File: config.mk
export PLATFORM = sky130hd
export DESIGN_NAME = fir_top
export DESIGN_NICKNAME = d
export VERILOG_FILES = /design/src/hw/fir_pkg.sv /design/src/hw/fir_capture.sv /design/src/hw/fir_coeff_mem.sv /design/src/hw/fir_mac_engine.sv /design/src/hw/fir_reg_block.sv /design/src/hw/fir_result_stage.sv /design/src/hw/fir_sample_ring.sv /design/src/hw/fir_top.sv
export SDC_FILE = /design/constraint.sdc
export NUM_CORES = 2
export LEC_CHECK = 0
export ABC_CLOCK_PERIOD_IN_PS = 8770
export BUFFER_PORTS_ARGS = -buffer_cell sky130_fd_sc_hd__buf_2
export CELL_PAD_IN_SITES_DETAIL_PLACEMENT = 1
export CELL_PAD_IN_SITES_GLOBAL_PLACEMENT = 1
export CORE_MARGIN = 2
export CORE_UTILIZATION = 51
export CTS_CLUSTER_SIZE = 8
export DETAILED_ROUTE_END_ITERATION = 10
export PLACE_DENSITY_LB_ADDON = 0.1
export SLEW_MARGIN = 10
export SYNTH_ARGS = -nofsm -noshare
export SYNTH_HDL_FRONTEND = slang
export SYNTH_SLANG_ARGS = --single-unit
File: constraint.sdc
create_clock -name clk_i -period 8.77 [get_ports clk_i]
set_input_delay 0.877 -clock clk_i [delete_from_list [all_inputs] [get_ports clk_i]]
set_output_delay 0.877 -clock clk_i [all_outputs]
set_load 0.005 [all_outputs]
File: src/hw/fir_pkg.sv
package fir_pkg;

  // filter geometry
  localparam int unsigned NUM_TAPS = 8;
  localparam int unsigned TAP_W    = 3;

  // datapath widths, all signed
  localparam int unsigned SAMPLE_W = 16;
  localparam int unsigned COEFF_W  = 16;
  localparam int unsigned ACC_W    = 40;
  // output is acc[39:16]
  localparam int unsigned OUT_W    = 24;
  localparam int unsigned OUT_CNT_W = 16;

  // register bus
  localparam int unsigned REG_ADDR_W = 4;
  localparam int unsigned REG_DATA_W = 32;

  // word addresses
  localparam logic [REG_ADDR_W-1:0] ADDR_CTRL          = 4'd0;
  localparam logic [REG_ADDR_W-1:0] ADDR_SAMPLE_INJ    = 4'd1;
  localparam logic [REG_ADDR_W-1:0] ADDR_COEFF_WR      = 4'd2;
  localparam logic [REG_ADDR_W-1:0] ADDR_LAST_Y        = 4'd3;
  localparam logic [REG_ADDR_W-1:0] ADDR_OUT_COUNT     = 4'd4;
  // taps 0..7 read back at 8..15
  localparam logic [REG_ADDR_W-1:0] ADDR_COEFF_RD_BASE = 4'd8;

  typedef struct packed {
    logic                  valid;
    logic                  we;
    logic [REG_ADDR_W-1:0] addr;
    logic [REG_DATA_W-1:0] wdata;
  } fir_reg_req_t;

  typedef struct packed {
    logic                  valid;
    logic [REG_DATA_W-1:0] rdata;
  } fir_reg_rsp_t;

  // write word, view picked by address
  typedef union packed {
    struct packed {
      logic [12:0]        pad;
      logic [TAP_W-1:0]   idx;
      logic [COEFF_W-1:0] value;
    } coeff_wr;
    struct packed {
      logic [30:0] pad;
      logic        clear_history;
    } ctrl;
  } fir_reg_word_u;

  // shared by sample ring and coeff store
  typedef struct packed {
    logic             en;
    logic [TAP_W-1:0] idx;
  } fir_tap_rd_t;

  typedef struct packed {
    logic               en;
    logic [TAP_W-1:0]   idx;
    logic [COEFF_W-1:0] value;
  } fir_coeff_wr_t;

endpackage

File: src/hw/fir_capture.sv
`timescale 1ns/1ps

module fir_capture import fir_pkg::*; (
  input  logic                clk_i,
  input  logic                rst_ni,
  // input stream
  input  logic                sample_valid_i,
  input  logic [SAMPLE_W-1:0] sample_i,
  output logic                sample_ready_o,
  // injection from register block
  input  logic                inj_arm_i,
  input  logic [SAMPLE_W-1:0] inj_sample_i,
  // high during history clear
  input  logic                hold_i,
  // towards engine
  output logic                cap_valid_o,
  output logic [SAMPLE_W-1:0] cap_sample_o,
  input  logic                cap_ready_i
);

  logic                full_q;
  logic                arm_q;
  logic [SAMPLE_W-1:0] data_q;
  logic                accept;

  // one slot, only refilled once empty
  assign sample_ready_o = ~full_q & ~hold_i;
  assign accept         = sample_valid_i & sample_ready_o;

  assign cap_valid_o  = full_q;
  assign cap_sample_o = data_q;

  always_ff @(posedge clk_i or negedge rst_ni) begin
    if (!rst_ni) begin
      full_q <= 1'b0;
      arm_q  <= 1'b0;
    end else begin
      // accept only happens while empty
      if (accept) begin
        full_q <= 1'b1;
      end else if (cap_ready_i) begin
        full_q <= 1'b0;
      end
      // arm consumed by the next accepted sample
      // a fresh arm pulse wins over consumption
      if (inj_arm_i) begin
        arm_q <= 1'b1;
      end else if (accept) begin
        arm_q <= 1'b0;
      end
    end
  end

  // held sample, swapped for the injected value when armed
  always_ff @(posedge clk_i) begin
    if (accept) begin
      if (arm_q) begin
        data_q <= inj_sample_i;
      end else begin
        data_q <= sample_i;
      end
    end
  end

endmodule

File: src/hw/fir_coeff_mem.sv
`timescale 1ns/1ps

module fir_coeff_mem import fir_pkg::*; (
  input  logic               clk_i,
  input  logic               rst_ni,
  // write from register block
  input  fir_coeff_wr_t      wr_i,
  // bus readback port
  input  logic [TAP_W-1:0]   bus_rd_idx_i,
  output logic [COEFF_W-1:0] bus_rd_data_o,
  // engine tap port
  input  fir_tap_rd_t        tap_rd_i,
  output logic [COEFF_W-1:0] tap_coeff_o
);

  logic [COEFF_W-1:0] coeff_q [NUM_TAPS];

  // coefficients come up as zero
  always_ff @(posedge clk_i or negedge rst_ni) begin
    if (!rst_ni) begin
      for (int i = 0; i < NUM_TAPS; i++) begin
        coeff_q[i] <= '0;
      end
    end else if (wr_i.en) begin
      coeff_q[wr_i.idx] <= wr_i.value;
    end
  end

  // bus port reads every cycle
  // reg block picks it up one cycle after the request
  always_ff @(posedge clk_i) begin
    bus_rd_data_o <= coeff_q[bus_rd_idx_i];
  end

  // tap port, same latency as the sample ring
  always_ff @(posedge clk_i) begin
    if (tap_rd_i.en) begin
      tap_coeff_o <= coeff_q[tap_rd_i.idx];
    end
  end

endmodule

File: src/hw/fir_mac_engine.sv
`timescale 1ns/1ps

module fir_mac_engine import fir_pkg::*; (
  input  logic                clk_i,
  input  logic                rst_ni,
  // from capture stage
  input  logic                cap_valid_i,
  input  logic [SAMPLE_W-1:0] cap_sample_i,
  output logic                cap_ready_o,
  // ring write
  output logic                ring_wr_en_o,
  output logic [SAMPLE_W-1:0] ring_wr_sample_o,
  // tap reads to ring and coeff store
  output fir_tap_rd_t         tap_rd_o,
  input  logic [SAMPLE_W-1:0] tap_sample_i,
  input  logic [COEFF_W-1:0]  tap_coeff_i,
  // to result stage
  output logic                res_valid_o,
  output logic [OUT_W-1:0]    res_y_o,
  input  logic                res_ready_i
);

  localparam int unsigned PROD_W = SAMPLE_W + COEFF_W;

  typedef enum logic [2:0] {
    ST_IDLE,
    ST_WRITE,
    ST_ACCUM,
    ST_DRAIN,
    ST_HOLD
  } state_e;

  state_e              state_q;
  logic [TAP_W-1:0]    tap_idx_q;
  logic                data_vld_q;
  logic [ACC_W-1:0]    acc_q;
  logic [SAMPLE_W-1:0] sample_q;
  logic [PROD_W-1:0]   prod;
  logic [ACC_W-1:0]    prod_ext;

  // signed product, sign extended to the accumulator
  assign prod     = PROD_W'($signed(tap_sample_i) * $signed(tap_coeff_i));
  assign prod_ext = {{(ACC_W - PROD_W){prod[PROD_W-1]}}, prod};

  assign cap_ready_o      = (state_q == ST_IDLE);
  // new sample goes in before the first tap read
  assign ring_wr_en_o     = (state_q == ST_WRITE);
  assign ring_wr_sample_o = sample_q;

  assign tap_rd_o.en  = (state_q == ST_ACCUM);
  assign tap_rd_o.idx = tap_idx_q;

  // arithmetic shift right by 16, low 24 bits kept
  assign res_valid_o = (state_q == ST_HOLD);
  assign res_y_o     = acc_q[ACC_W-1:ACC_W-OUT_W];

  always_ff @(posedge clk_i or negedge rst_ni) begin
    if (!rst_ni) begin
      state_q    <= ST_IDLE;
      tap_idx_q  <= '0;
      data_vld_q <= 1'b0;
      acc_q      <= '0;
    end else begin
      // read data lands one cycle after the request
      data_vld_q <= tap_rd_o.en;
      if (data_vld_q) begin
        acc_q <= acc_q + prod_ext;
      end
      case (state_q)
        ST_IDLE: begin
          if (cap_valid_i) begin
            state_q <= ST_WRITE;
          end
        end
        ST_WRITE: begin
          acc_q     <= '0;
          tap_idx_q <= '0;
          state_q   <= ST_ACCUM;
        end
        ST_ACCUM: begin
          tap_idx_q <= tap_idx_q + TAP_W'(1);
          if (tap_idx_q == TAP_W'(NUM_TAPS - 1)) begin
            state_q <= ST_DRAIN;
          end
        end
        // last product still on its way
        ST_DRAIN: begin
          state_q <= ST_HOLD;
        end
        // stall here under back-pressure
        ST_HOLD: begin
          if (res_ready_i) begin
            state_q <= ST_IDLE;
          end
        end
        default: begin
          state_q <= ST_IDLE;
        end
      endcase
    end
  end

  // sample taken on the capture handshake
  always_ff @(posedge clk_i) begin
    if (cap_valid_i && cap_ready_o) begin
      sample_q <= cap_sample_i;
    end
  end

endmodule

File: src/hw/fir_reg_block.sv
`timescale 1ns/1ps

module fir_reg_block import fir_pkg::*; (
  input  logic                 clk_i,
  input  logic                 rst_ni,
  // register bus
  input  fir_reg_req_t         reg_req_i,
  output logic                 reg_ready_o,
  output fir_reg_rsp_t         reg_rsp_o,
  // history clear
  input  logic                 clear_busy_i,
  output logic                 clear_o,
  // sample injection
  output logic                 inj_arm_o,
  output logic [SAMPLE_W-1:0]  inj_sample_o,
  // coefficient store
  output fir_coeff_wr_t        coeff_wr_o,
  output logic [TAP_W-1:0]     coeff_rd_idx_o,
  input  logic [COEFF_W-1:0]   coeff_rd_data_i,
  // result status
  input  logic [OUT_W-1:0]     last_y_i,
  input  logic [OUT_CNT_W-1:0] out_count_i
);

  fir_reg_word_u         wword;
  logic                  accept;
  logic                  wr_acc;
  logic                  rd_acc;
  logic                  rsp_valid_q;
  logic                  coeff_sel_q;
  logic [REG_DATA_W-1:0] rdata_q;
  logic [REG_DATA_W-1:0] coeff_rd_ext;

  // stall the bus for the whole sweep
  assign reg_ready_o = ~clear_busy_i;
  assign accept      = reg_req_i.valid & reg_ready_o;
  assign wr_acc      = accept & reg_req_i.we;
  assign rd_acc      = accept & ~reg_req_i.we;

  assign wword = reg_req_i.wdata;

  // coeff store reads in the accept cycle
  assign coeff_rd_idx_o = reg_req_i.addr[TAP_W-1:0];
  assign coeff_rd_ext   = {{(REG_DATA_W - COEFF_W){coeff_rd_data_i[COEFF_W-1]}}, coeff_rd_data_i};

  assign reg_rsp_o = '{valid: rsp_valid_q, rdata: coeff_sel_q ? coeff_rd_ext : rdata_q};

  always_ff @(posedge clk_i or negedge rst_ni) begin
    if (!rst_ni) begin
      rsp_valid_q  <= 1'b0;
      coeff_sel_q  <= 1'b0;
      rdata_q      <= '0;
      clear_o      <= 1'b0;
      inj_arm_o    <= 1'b0;
      inj_sample_o <= '0;
      coeff_wr_o   <= '0;
    end else begin
      // one response per accepted request, reads and writes alike
      rsp_valid_q <= accept;
      coeff_sel_q <= rd_acc && (reg_req_i.addr >= ADDR_COEFF_RD_BASE);

      // write decode, ctrl view or coeff view by address
      clear_o          <= wr_acc && (reg_req_i.addr == ADDR_CTRL) && wword.ctrl.clear_history;
      inj_arm_o        <= wr_acc && (reg_req_i.addr == ADDR_SAMPLE_INJ);
      coeff_wr_o.en    <= wr_acc && (reg_req_i.addr == ADDR_COEFF_WR);
      coeff_wr_o.idx   <= wword.coeff_wr.idx;
      coeff_wr_o.value <= wword.coeff_wr.value;
      if (wr_acc && (reg_req_i.addr == ADDR_SAMPLE_INJ)) begin
        inj_sample_o <= reg_req_i.wdata[SAMPLE_W-1:0];
      end

      // status readback, zero for anything else
      if (rd_acc) begin
        case (reg_req_i.addr)
          ADDR_LAST_Y: begin
            rdata_q <= {{(REG_DATA_W - OUT_W){last_y_i[OUT_W-1]}}, last_y_i};
          end
          ADDR_OUT_COUNT: begin
            rdata_q <= REG_DATA_W'(out_count_i);
          end
          default: begin
            rdata_q <= '0;
          end
        endcase
      end
    end
  end

endmodule

File: src/hw/fir_result_stage.sv
`timescale 1ns/1ps

module fir_result_stage import fir_pkg::*; (
  input  logic                 clk_i,
  input  logic                 rst_ni,
  // from engine
  input  logic                 res_valid_i,
  input  logic [OUT_W-1:0]     res_y_i,
  output logic                 res_ready_o,
  // output stream
  output logic                 y_valid_o,
  output logic [OUT_W-1:0]     y_o,
  input  logic                 y_ready_i,
  // status for register block
  output logic [OUT_W-1:0]     last_y_o,
  output logic [OUT_CNT_W-1:0] out_count_o
);

  logic                 y_valid_q;
  logic [OUT_W-1:0]     y_q;
  logic [OUT_W-1:0]     last_y_q;
  logic [OUT_CNT_W-1:0] cnt_q;
  logic                 load;
  logic                 deliver;

  // empty, or drained in this same cycle
  assign res_ready_o = ~y_valid_q | y_ready_i;
  assign load        = res_valid_i & res_ready_o;
  assign deliver     = y_valid_q & y_ready_i;

  assign y_valid_o   = y_valid_q;
  assign y_o         = y_q;
  assign last_y_o    = last_y_q;
  assign out_count_o = cnt_q;

  always_ff @(posedge clk_i or negedge rst_ni) begin
    if (!rst_ni) begin
      y_valid_q <= 1'b0;
      last_y_q  <= '0;
      cnt_q     <= '0;
    end else begin
      if (load) begin
        y_valid_q <= 1'b1;
      end else if (y_ready_i) begin
        y_valid_q <= 1'b0;
      end
      // status follows delivered outputs only
      if (deliver) begin
        last_y_q <= y_q;
        cnt_q    <= cnt_q + OUT_CNT_W'(1);
      end
    end
  end

  // stable while stalled
  always_ff @(posedge clk_i) begin
    if (load) begin
      y_q <= res_y_i;
    end
  end

endmodule

File: src/hw/fir_sample_ring.sv
`timescale 1ns/1ps

module fir_sample_ring import fir_pkg::*; (
  input  logic                clk_i,
  input  logic                rst_ni,
  input  logic                wr_en_i,
  input  logic [SAMPLE_W-1:0] wr_sample_i,
  input  logic                clear_i,
  output logic                clear_busy_o,
  input  fir_tap_rd_t         tap_rd_i,
  output logic [SAMPLE_W-1:0] tap_sample_o
);

  logic [SAMPLE_W-1:0] mem_q [NUM_TAPS];
  logic [TAP_W-1:0]    wr_ptr_q;
  logic [TAP_W-1:0]    rd_addr;
  logic                clr_busy_q;
  logic [TAP_W-1:0]    clr_cnt_q;
  logic                clr_act;

  // entry k steps back from the newest, wraps mod 8
  assign rd_addr = wr_ptr_q - TAP_W'(1) - tap_rd_i.idx;

  // sweep starts in the pulse cycle
  // counter rests at entry 0 between sweeps
  assign clr_act      = clear_i | clr_busy_q;
  assign clear_busy_o = clr_act;

  always_ff @(posedge clk_i or negedge rst_ni) begin
    if (!rst_ni) begin
      wr_ptr_q   <= '0;
      clr_busy_q <= 1'b0;
      clr_cnt_q  <= '0;
      for (int i = 0; i < NUM_TAPS; i++) begin
        mem_q[i] <= '0;
      end
    end else begin
      if (wr_en_i) begin
        mem_q[wr_ptr_q] <= wr_sample_i;
        wr_ptr_q        <= wr_ptr_q + TAP_W'(1);
      end
      // sweep overrides a colliding sample write
      if (clr_act) begin
        mem_q[clr_cnt_q] <= '0;
      end
      if (clear_i) begin
        clr_busy_q <= 1'b1;
        clr_cnt_q  <= TAP_W'(1);
      end else if (clr_busy_q) begin
        clr_cnt_q <= clr_cnt_q + TAP_W'(1);
        if (clr_cnt_q == TAP_W'(NUM_TAPS - 1)) begin
          clr_busy_q <= 1'b0;
        end
      end
    end
  end

  // registered tap read, data one cycle after request
  always_ff @(posedge clk_i) begin
    if (tap_rd_i.en) begin
      tap_sample_o <= mem_q[rd_addr];
    end
  end

endmodule

File: src/hw/fir_top.sv
`timescale 1ns/1ps

module fir_top import fir_pkg::*; (
  input  logic                clk_i,
  input  logic                rst_ni,
  // sample stream in
  input  logic                sample_valid_i,
  input  logic [SAMPLE_W-1:0] sample_i,
  output logic                sample_ready_o,
  // result stream out
  output logic                y_valid_o,
  output logic [OUT_W-1:0]    y_o,
  input  logic                y_ready_i,
  // register bus
  input  fir_reg_req_t        reg_req_i,
  output logic                reg_ready_o,
  output fir_reg_rsp_t        reg_rsp_o
);

  logic                 cap_valid;
  logic                 cap_ready;
  logic [SAMPLE_W-1:0]  cap_sample;
  logic                 inj_arm;
  logic [SAMPLE_W-1:0]  inj_sample;
  logic                 clear;
  logic                 clear_busy;
  logic                 ring_wr_en;
  logic [SAMPLE_W-1:0]  ring_wr_sample;
  fir_tap_rd_t          tap_rd;
  logic [SAMPLE_W-1:0]  tap_sample;
  logic [COEFF_W-1:0]   tap_coeff;
  fir_coeff_wr_t        coeff_wr;
  logic [TAP_W-1:0]     coeff_rd_idx;
  logic [COEFF_W-1:0]   coeff_rd_data;
  logic                 res_valid;
  logic                 res_ready;
  logic [OUT_W-1:0]     res_y;
  logic [OUT_W-1:0]     last_y;
  logic [OUT_CNT_W-1:0] out_count;

  // capture held off while the history is cleared
  fir_capture i_capture (
    .clk_i, .rst_ni, .sample_valid_i, .sample_i, .sample_ready_o,
    .inj_arm_i(inj_arm), .inj_sample_i(inj_sample), .hold_i(clear_busy),
    .cap_valid_o(cap_valid), .cap_sample_o(cap_sample), .cap_ready_i(cap_ready)
  );

  fir_sample_ring i_ring (
    .clk_i, .rst_ni, .wr_en_i(ring_wr_en), .wr_sample_i(ring_wr_sample),
    .clear_i(clear), .clear_busy_o(clear_busy), .tap_rd_i(tap_rd), .tap_sample_o(tap_sample)
  );

  fir_coeff_mem i_coeff (
    .clk_i, .rst_ni, .wr_i(coeff_wr), .bus_rd_idx_i(coeff_rd_idx),
    .bus_rd_data_o(coeff_rd_data), .tap_rd_i(tap_rd), .tap_coeff_o(tap_coeff)
  );

  // one tap request feeds both stores
  fir_mac_engine i_engine (
    .clk_i, .rst_ni, .cap_valid_i(cap_valid), .cap_sample_i(cap_sample),
    .cap_ready_o(cap_ready), .ring_wr_en_o(ring_wr_en), .ring_wr_sample_o(ring_wr_sample),
    .tap_rd_o(tap_rd), .tap_sample_i(tap_sample), .tap_coeff_i(tap_coeff),
    .res_valid_o(res_valid), .res_y_o(res_y), .res_ready_i(res_ready)
  );

  fir_result_stage i_result (
    .clk_i, .rst_ni, .res_valid_i(res_valid), .res_y_i(res_y), .res_ready_o(res_ready),
    .y_valid_o, .y_o, .y_ready_i, .last_y_o(last_y), .out_count_o(out_count)
  );

  fir_reg_block i_regs (
    .clk_i, .rst_ni, .reg_req_i, .reg_ready_o, .reg_rsp_o,
    .clear_busy_i(clear_busy), .clear_o(clear), .inj_arm_o(inj_arm),
    .inj_sample_o(inj_sample), .coeff_wr_o(coeff_wr), .coeff_rd_idx_o(coeff_rd_idx),
    .coeff_rd_data_i(coeff_rd_data), .last_y_i(last_y), .out_count_i(out_count)
  );

endmodule

# After elaboration in Yosys (flattened, before gate mapping)
# Cells that the tools add are included.
[word_totals]
mem_count = 0
output_inout_bits = 60
ram_bits = 0
regBits = 529
mem_bits_ro = 0
input_bits = 58
word_cells = 153
latch_bits = 0
[op_classes]
shifts = 0
mux = 40
eq_ne = 13
multipliers = 1
n_div = 0
bitwise = 21
order_cmp = 10
add_sub_neg = 7
n_reduce_logical = 18
[ops]
columns = ["cell", "count"]
rows = [
  ["$bwmux W128", 2],
  ["$mux W128", 2],
  ["$mux W16", 10],
  ["$bmux W16 S3", 3],
  ["$demux W16 S3", 3],
  ["$and A128 B128 Y128", 1],
  ["$not A128 Y128", 1],
  ["$mux W40", 2],
  ["$pmux W32 S2", 1],
  ["$add A40 B40 Y40", 1],
  ["$mul A16 B16 Y32", 1],
  ["$mux W32", 1],
  ["$ge A4 B4 Y1 const B", 7],
  ["$not A3 Y4", 6],
  ["$add A16 B1 Y16 const B", 1],
  ["$mux W3", 5],
  ["$pmux W3 S5", 1],
  ["$lt A4 B1 Y1 const B", 3],
  ["$reduce_bool A2 Y1", 6],
  ["$add A3 B1 Y3 const B", 3],
  ["$eq A3 B3 Y1 const B", 3],
  ["$logic_and A1 B1 Y1", 9],
  ["$mux W1", 9],
  ["$eq A4 B2 Y1 const B", 2],
  ["other kinds (14)", 27],
]

# Longest topological paths before layout
[depth]
depth_word = 9
depth_mapped = 37
ltp_nobuf = 36

# Cells and area by module
# From an unflattened synthesis, not the netlist that was laid out.
[unflattened]
hier_cells = 3056
hier_area_um2 = 35163.7
[modules_own_cells]
columns = ["module", "cells_each", "seq_area_each_um2", "area_each_um2", "n_inst"]
rows = [
  ["fir_mac_engine", 1547, 1656.6, 14216.1, 1],
  ["fir_coeff_mem", 425, 4003.8, 7801.2, 1],
  ["fir_sample_ring", 699, 3858.7, 7335.8, 1],
  ["fir_reg_block", 209, 1601.5, 2683.8, 1],
  ["fir_result_stage", 134, 1746.7, 2358.5, 1],
  ["fir_capture", 42, 530.5, 768.2, 1],
]

# Least setup slack after synthesis
# No wires, ideal clock.
[synth_path]
path_type = "reg2reg"
from = "register i_coeff.tap_coeff_o[2]"
to = "register i_engine.acc_q[39]"
setup_time_ps = 74
arrival_ps = 7728
setup_slack_ps = 967
stages_incl_launch_ff = 35
required_time_ps = 8696
synth_period_minus_slack_ps = 7803
n_path_buf = 1
path_cell_list = "edfxtp_1 -> clkbuf_1 -> and2_1 -> fa_1 -> inv_1 -> fa_1 -> fa_1 -> inv_1 -> fa_1 -> fa_1 -> inv_1 -> fa_1 -> inv_1 -> ha_1 -> a21o_1 -> a31o_1 -> a221o_1 -> nand4_1 -> and3b_2 -> o21bai_1 -> a21o_1 -> a21oi_1 -> xnor2_1 -> ha_1 -> and3_1 -> and4_1 -> and4bb_1 -> nor3b_1 -> a21oi_1 -> a21oi_2 -> a211oi_2 -> xnor2_1 -> xnor2_1 -> nand3_1 -> a21oi_2"
[synth_via]
elab_chain_cells = 4
[synth_lines]
columns = ["item", "line", "text"]
rows = [
  ["start: declaration", "fir_coeff_mem.sv:13", "output logic [COEFF_W-1:0] tap_coeff_o"],
  ["start signal: assignment", "fir_coeff_mem.sv:38", "tap_coeff_o <= coeff_q[tap_rd_i.idx];"],
  ["$mul A16 B16 Y32", "fir_mac_engine.sv:42", "assign prod = PROD_W'($signed(tap_sample_i) * $signed(tap_coeff_i));"],
  ["$add A40 B40 Y40", "fir_mac_engine.sv:67", "acc_q <= acc_q + prod_ext;"],
  ["$mux W40", "fir_mac_engine.sv:66", "if (data_vld_q) begin"],
  ["$mux W40", "fir_mac_engine.sv:69", "case (state_q)"],
  ["end signal: assignment", "fir_mac_engine.sv:67", ""],
  ["end: declaration", "fir_mac_engine.sv:36", "logic [ACC_W-1:0] acc_q;"],
]
# No other way between the ends. The select of a mux whose other input is x is not followed.
# A chain may end at the register's enable or synchronous reset.

# Worst setup path in the final report
[layout_path]
from = "register i_ring.tap_sample_o[9]"
to = "register i_engine.acc_q[39]"
[layout_via]
elab_chain_cells = 4
[layout_lines]
columns = ["item", "line", "text"]
rows = [
  ["start: declaration", "fir_sample_ring.sv:11", "output logic [SAMPLE_W-1:0] tap_sample_o"],
  ["start signal: assignment", "fir_sample_ring.sv:61", "tap_sample_o <= mem_q[rd_addr];"],
  ["$mul A16 B16 Y32", "fir_mac_engine.sv:42", ""],
  ["$add A40 B40 Y40", "fir_mac_engine.sv:67", ""],
  ["$mux W40", "fir_mac_engine.sv:66", ""],
  ["$mux W40", "fir_mac_engine.sv:69", ""],
]
# No other way between the ends. The select of a mux whose other input is x is not followed.

==> impl_metrics.env <==
export IMPL_layout_area_overhead_vs_synth_pct=12.54
export IMPL_synth_cell_area_um2=34170
export IMPL_overall_routing_resource_usage_pct=28.11
export IMPL_cp_start_kind="flop"
export IMPL_floorplan_die_area_um2=69090
export IMPL_fp_coreArea_um2=66100
export IMPL_fin_crit_ns=8.535
export IMPL_net_count_of_the_mapped_netlist=3541
export IMPL_post_dp_hpwl_mm=66.63
export IMPL_worst_skew_pair_late_latency_ns=0.63
export IMPL_top_ff_cell_synth="sky130_fd_sc_hd__dfrtp_1"
export IMPL_chipHeight_um=262.9
export IMPL_pin_count=118
export IMPL_synth_enable_flop_cells=88
export IMPL_synth_top_cell_by_area="sky130_fd_sc_hd__dfrtp_1"
export IMPL_gr_usage_met3_pct=3.214
export IMPL_finalHoldViolations=0
export IMPL_dr_vias=23680
export IMPL_synthCells=3089
export IMPL_holdCritPathClass="primary input to async pin"
export IMPL_cp_max_fo=13
export IMPL_die_w_um=262.9
export IMPL_grt_remaining_overflow=0
export IMPL_grt_util_met1_pct=36.70
export IMPL_finalHoldWorstSlack_ns=0.2710
export IMPL_cp_top_family="adder cells"
export IMPL_quantity_of_i_o_buffers_inserted_on_ports=104
export IMPL_worst_skew_ns=0.03263
export IMPL_detailedRoute_firstPassIterationCount=5
export IMPL_clock_tree_from_tritoncts="built"
export IMPL_drv_cap=0
export IMPL_yosysWarnings=0
export IMPL_timing_critical_path_slowest_cell_delay_ns=0.51
export IMPL_detail_route_antenna_nets=0
export IMPL_postLayoutCellArea_um2=38460
export IMPL_first_pass_grt_wire_length_mm=151.7
export IMPL_wl_per_cell_um=23.28
export IMPL_globalplace_congestion=0.8532
export IMPL_cp_slowest_cell="sky130_fd_sc_hd__fa_1"
export IMPL_vias_in_the_first_global_route=26560
export IMPL_worst_slew_pin_transition_ns=1.092
export IMPL_place_area_um2=35680
export IMPL_crit_path_frequent_cell="sky130_fd_sc_hd__fa_1"
export IMPL_detail_route_wirelength_mm=95.99
export IMPL_diodes=0
export IMPL_use_met2_pct=49.90
export IMPL_post_synth_cell_area_avg_um2=11.06
export IMPL_fmaxAchievable_mhz=117.2
export IMPL_largest_net_degree_at_the_start_of_global_routing=144
export IMPL_critical_path_buf_inv_count=6
export IMPL_post_route_drc_count=0
export IMPL_cts_clk_pin_slew_worst_paths_ns=0.05
export IMPL_setup_viol=0
export IMPL_worst_setup_path_type="flop to flop"
export IMPL_synth_async_sr_flop_share_pct=80.04
export IMPL_ctsHoldBuffers=0
export IMPL_yosys_register_bits=521
export IMPL_finalNetCount=3671
export IMPL_final_period_utilization_pct=97.32
export IMPL_run_status="finished clean"
export IMPL_worst_endpoint_required_ns=9.30
export IMPL_synth_top_cells_by_area="sky130_fd_sc_hd__dfrtp_1, sky130_fd_sc_hd__fa_1, sky130_fd_sc_hd__edfxtp_1, sky130_fd_sc_hd__mux2_2, sky130_fd_sc_hd__mux4_2"
export IMPL_global_route_peak_usage_layer="met2"
export IMPL_antenna_found_initial=0
export IMPL_clk_path_buf_depth=3
export IMPL_final_max_slew_viol_count=0
export IMPL_tns_ns=0
export IMPL_std_cell_rows=94
export IMPL_cts_sinks=521
export IMPL_synth_top_cell_area_share_pct=30.54
export IMPL_synth_cell_type_count=70
export IMPL_clock_tree_htree_level_count=3
export IMPL_utilization_pct=58.18
export IMPL_timing_critical_path_arrival_ns=9.07
export IMPL_final_layout_size_suffix_gt1_share_pct=21.56
export IMPL_vias_per_cell=5.741
export IMPL_max_slew_margin_rel_pct=27.19
export IMPL_drtIter0Drc=1496
export IMPL_critical_path_endpoint_type="flop"
export IMPL_ctsRootBufferMaster="sky130_fd_sc_hd__clkbuf_16"
export IMPL_part_of_the_yosys_area_used_for_sequential_elements_pct=39.21
export IMPL_initial_utilization_pct=51.70
export IMPL_cts_made_buffers=75
## layout make-up
cell class / count / area, µm²
Fill cell: 6875 / 27640
Multi-Input combinational cell: 2079 / 19150
Sequential cell: 521 / 13400
Clock buffer: 110 / 2008
Timing Repair Buffer: 221 / 1460
Inverter: 321 / 1205
Tap cell: 864 / 1081
Clock inverter: 8 / 151.4
## routing by layer
metal / routed length [µm] / vias up
met1: 40880 / 12520
met2: 49310 / 474
met4: 2492 / 0
met5: 0 / -
met3: 3300 / 163
li1: - / 10520
## synthesized netlist by cell type, types with 16 or more instances
cell type and instances:
sky130_fd_sc_hd__inv_1 320, sky130_fd_sc_hd__nand2_1 473, sky130_fd_sc_hd__a21o_1 36, sky130_fd_sc_hd__edfxtp_1 88, sky130_fd_sc_hd__ha_1 130, sky130_fd_sc_hd__xnor2_1 65
sky130_fd_sc_hd__mux2_2 233, sky130_fd_sc_hd__o21ai_0 53, sky130_fd_sc_hd__mux2i_1 21, sky130_fd_sc_hd__dfrtp_1 417, sky130_fd_sc_hd__xor2_1 19, sky130_fd_sc_hd__nor3_1 24
sky130_fd_sc_hd__a21oi_1 206, sky130_fd_sc_hd__a22oi_1 16, sky130_fd_sc_hd__nand3_1 23, sky130_fd_sc_hd__nand2b_1 17, sky130_fd_sc_hd__dfxtp_1 16, sky130_fd_sc_hd__fa_1 264
sky130_fd_sc_hd__clkbuf_1 134, sky130_fd_sc_hd__mux4_2 96, sky130_fd_sc_hd__and2_1 128, sky130_fd_sc_hd__buf_4 19, sky130_fd_sc_hd__nor2_1 120
## layout by cell type (no fill, tap or decap), drive strengths merged, types with 13 or more instances in the layout
master / netlist / final
dfxtp: 16 / 16
a21o: 38 / 38
and3: 13 / 13
inv: 320 / 323
xnor2: 65 / 65
xor2: 19 / 19
fa: 264 / 264
o21ai: 57 / 57
nor3: 24 / 24
mux2i: 21 / 21
clkbuf: 134 / 110
and2: 129 / 129
ha: 130 / 130
nand2: 473 / 473
edfxtp: 88 / 88
dfrtp: 417 / 417
nand3: 23 / 23
a22oi: 16 / 16
a21oi: 212 / 212
nor2: 120 / 120
mux2: 233 / 233
buf: 34 / 221
mux4: 96 / 96
nand2b: 17 / 17
## flip-flops by register name, summed over array words and instances (netlist names), 16 cells and up
signal and count:
i_regs.coeff_wr_o 20, i_result.last_y_o 24, i_regs.inj_sample_o 16, i_ring.mem_q 128, i_ring.tap_sample_o 16, i_regs.rdata_q 24
i_result.out_count_o 16, i_capture.cap_sample_o 16, i_engine.acc_q 40, i_result.y_o 24, i_coeff.tap_coeff_o 16, i_coeff.bus_rd_data_o 16
i_engine.ring_wr_sample_o 16, i_coeff.coeff_q 128
## path summary, 6_finish.rpt
check | from | endpoint | slack, ns | depth (start not counted)
setup / recovery | i_ring.tap_sample_o[9] | i_engine.acc_q[39] | 0.23 | 35
hold / removal | rst_ni | i_result.last_y_o[22] | 0.27 | 1
setup reg to reg | i_ring.tap_sample_o[9] | i_engine.acc_q[39] | 0.23 | 35
hold reg to reg | i_capture.cap_sample_o[0] | i_engine.ring_wr_sample_o[0] | 0.42 | 0
max in group asynchronous | rst_ni | i_ring.mem_q[77] | 6.39 | 3
min in group clk_i | reg_req_i[18] | i_regs.coeff_wr_o[18] | 0.36 | 1
## worst reg2reg max path: cells and delay by family (launching register included)
| family | cells | cell delay [ns] |
|---|---|---|
| AO/OA/AOI/OAI | 10 | 1.91 |
| XOR/XNOR | 3 | 0.55 |
| adder cells (fa/ha/maj) | 8 | 3.52 |
| buffers and inverters | 6 | 0.58 |
| flip-flops | 1 | 0.45 |
| AND/OR/NAND/NOR | 8 | 1.43 |
## cell families after synthesis
group	share of synthesized area (%)
AND/OR/NAND/NOR	11.34
flip-flops	39.21
buffers and inverters	5.595
AO/OA/AOI/OAI	6.858
adder cells (fa/ha/maj)	20.23
multiplexers	14.62
XOR/XNOR	2.153
## metrics by stage
step	worst slack, ns	cells
final	0.2349	4124
after global placement	0.1847	3955
after floorplan	0.9674	3089
after global routing	-0.1063	4124
after detailed placement	-0.004375	3955
after CTS	0.002483	4098
## repair_timing
action | CTS | global route
resized for setup | 0 | 46
gates cloned | 0 | 1
pin swaps | 1 | 26
setup buffers | 25 | 25
endpoints found under the setup margin | 1 | 7
Power is not shown: default switching activity piles up to over one toggle a cycle in this logic, so the estimate is an artifact.
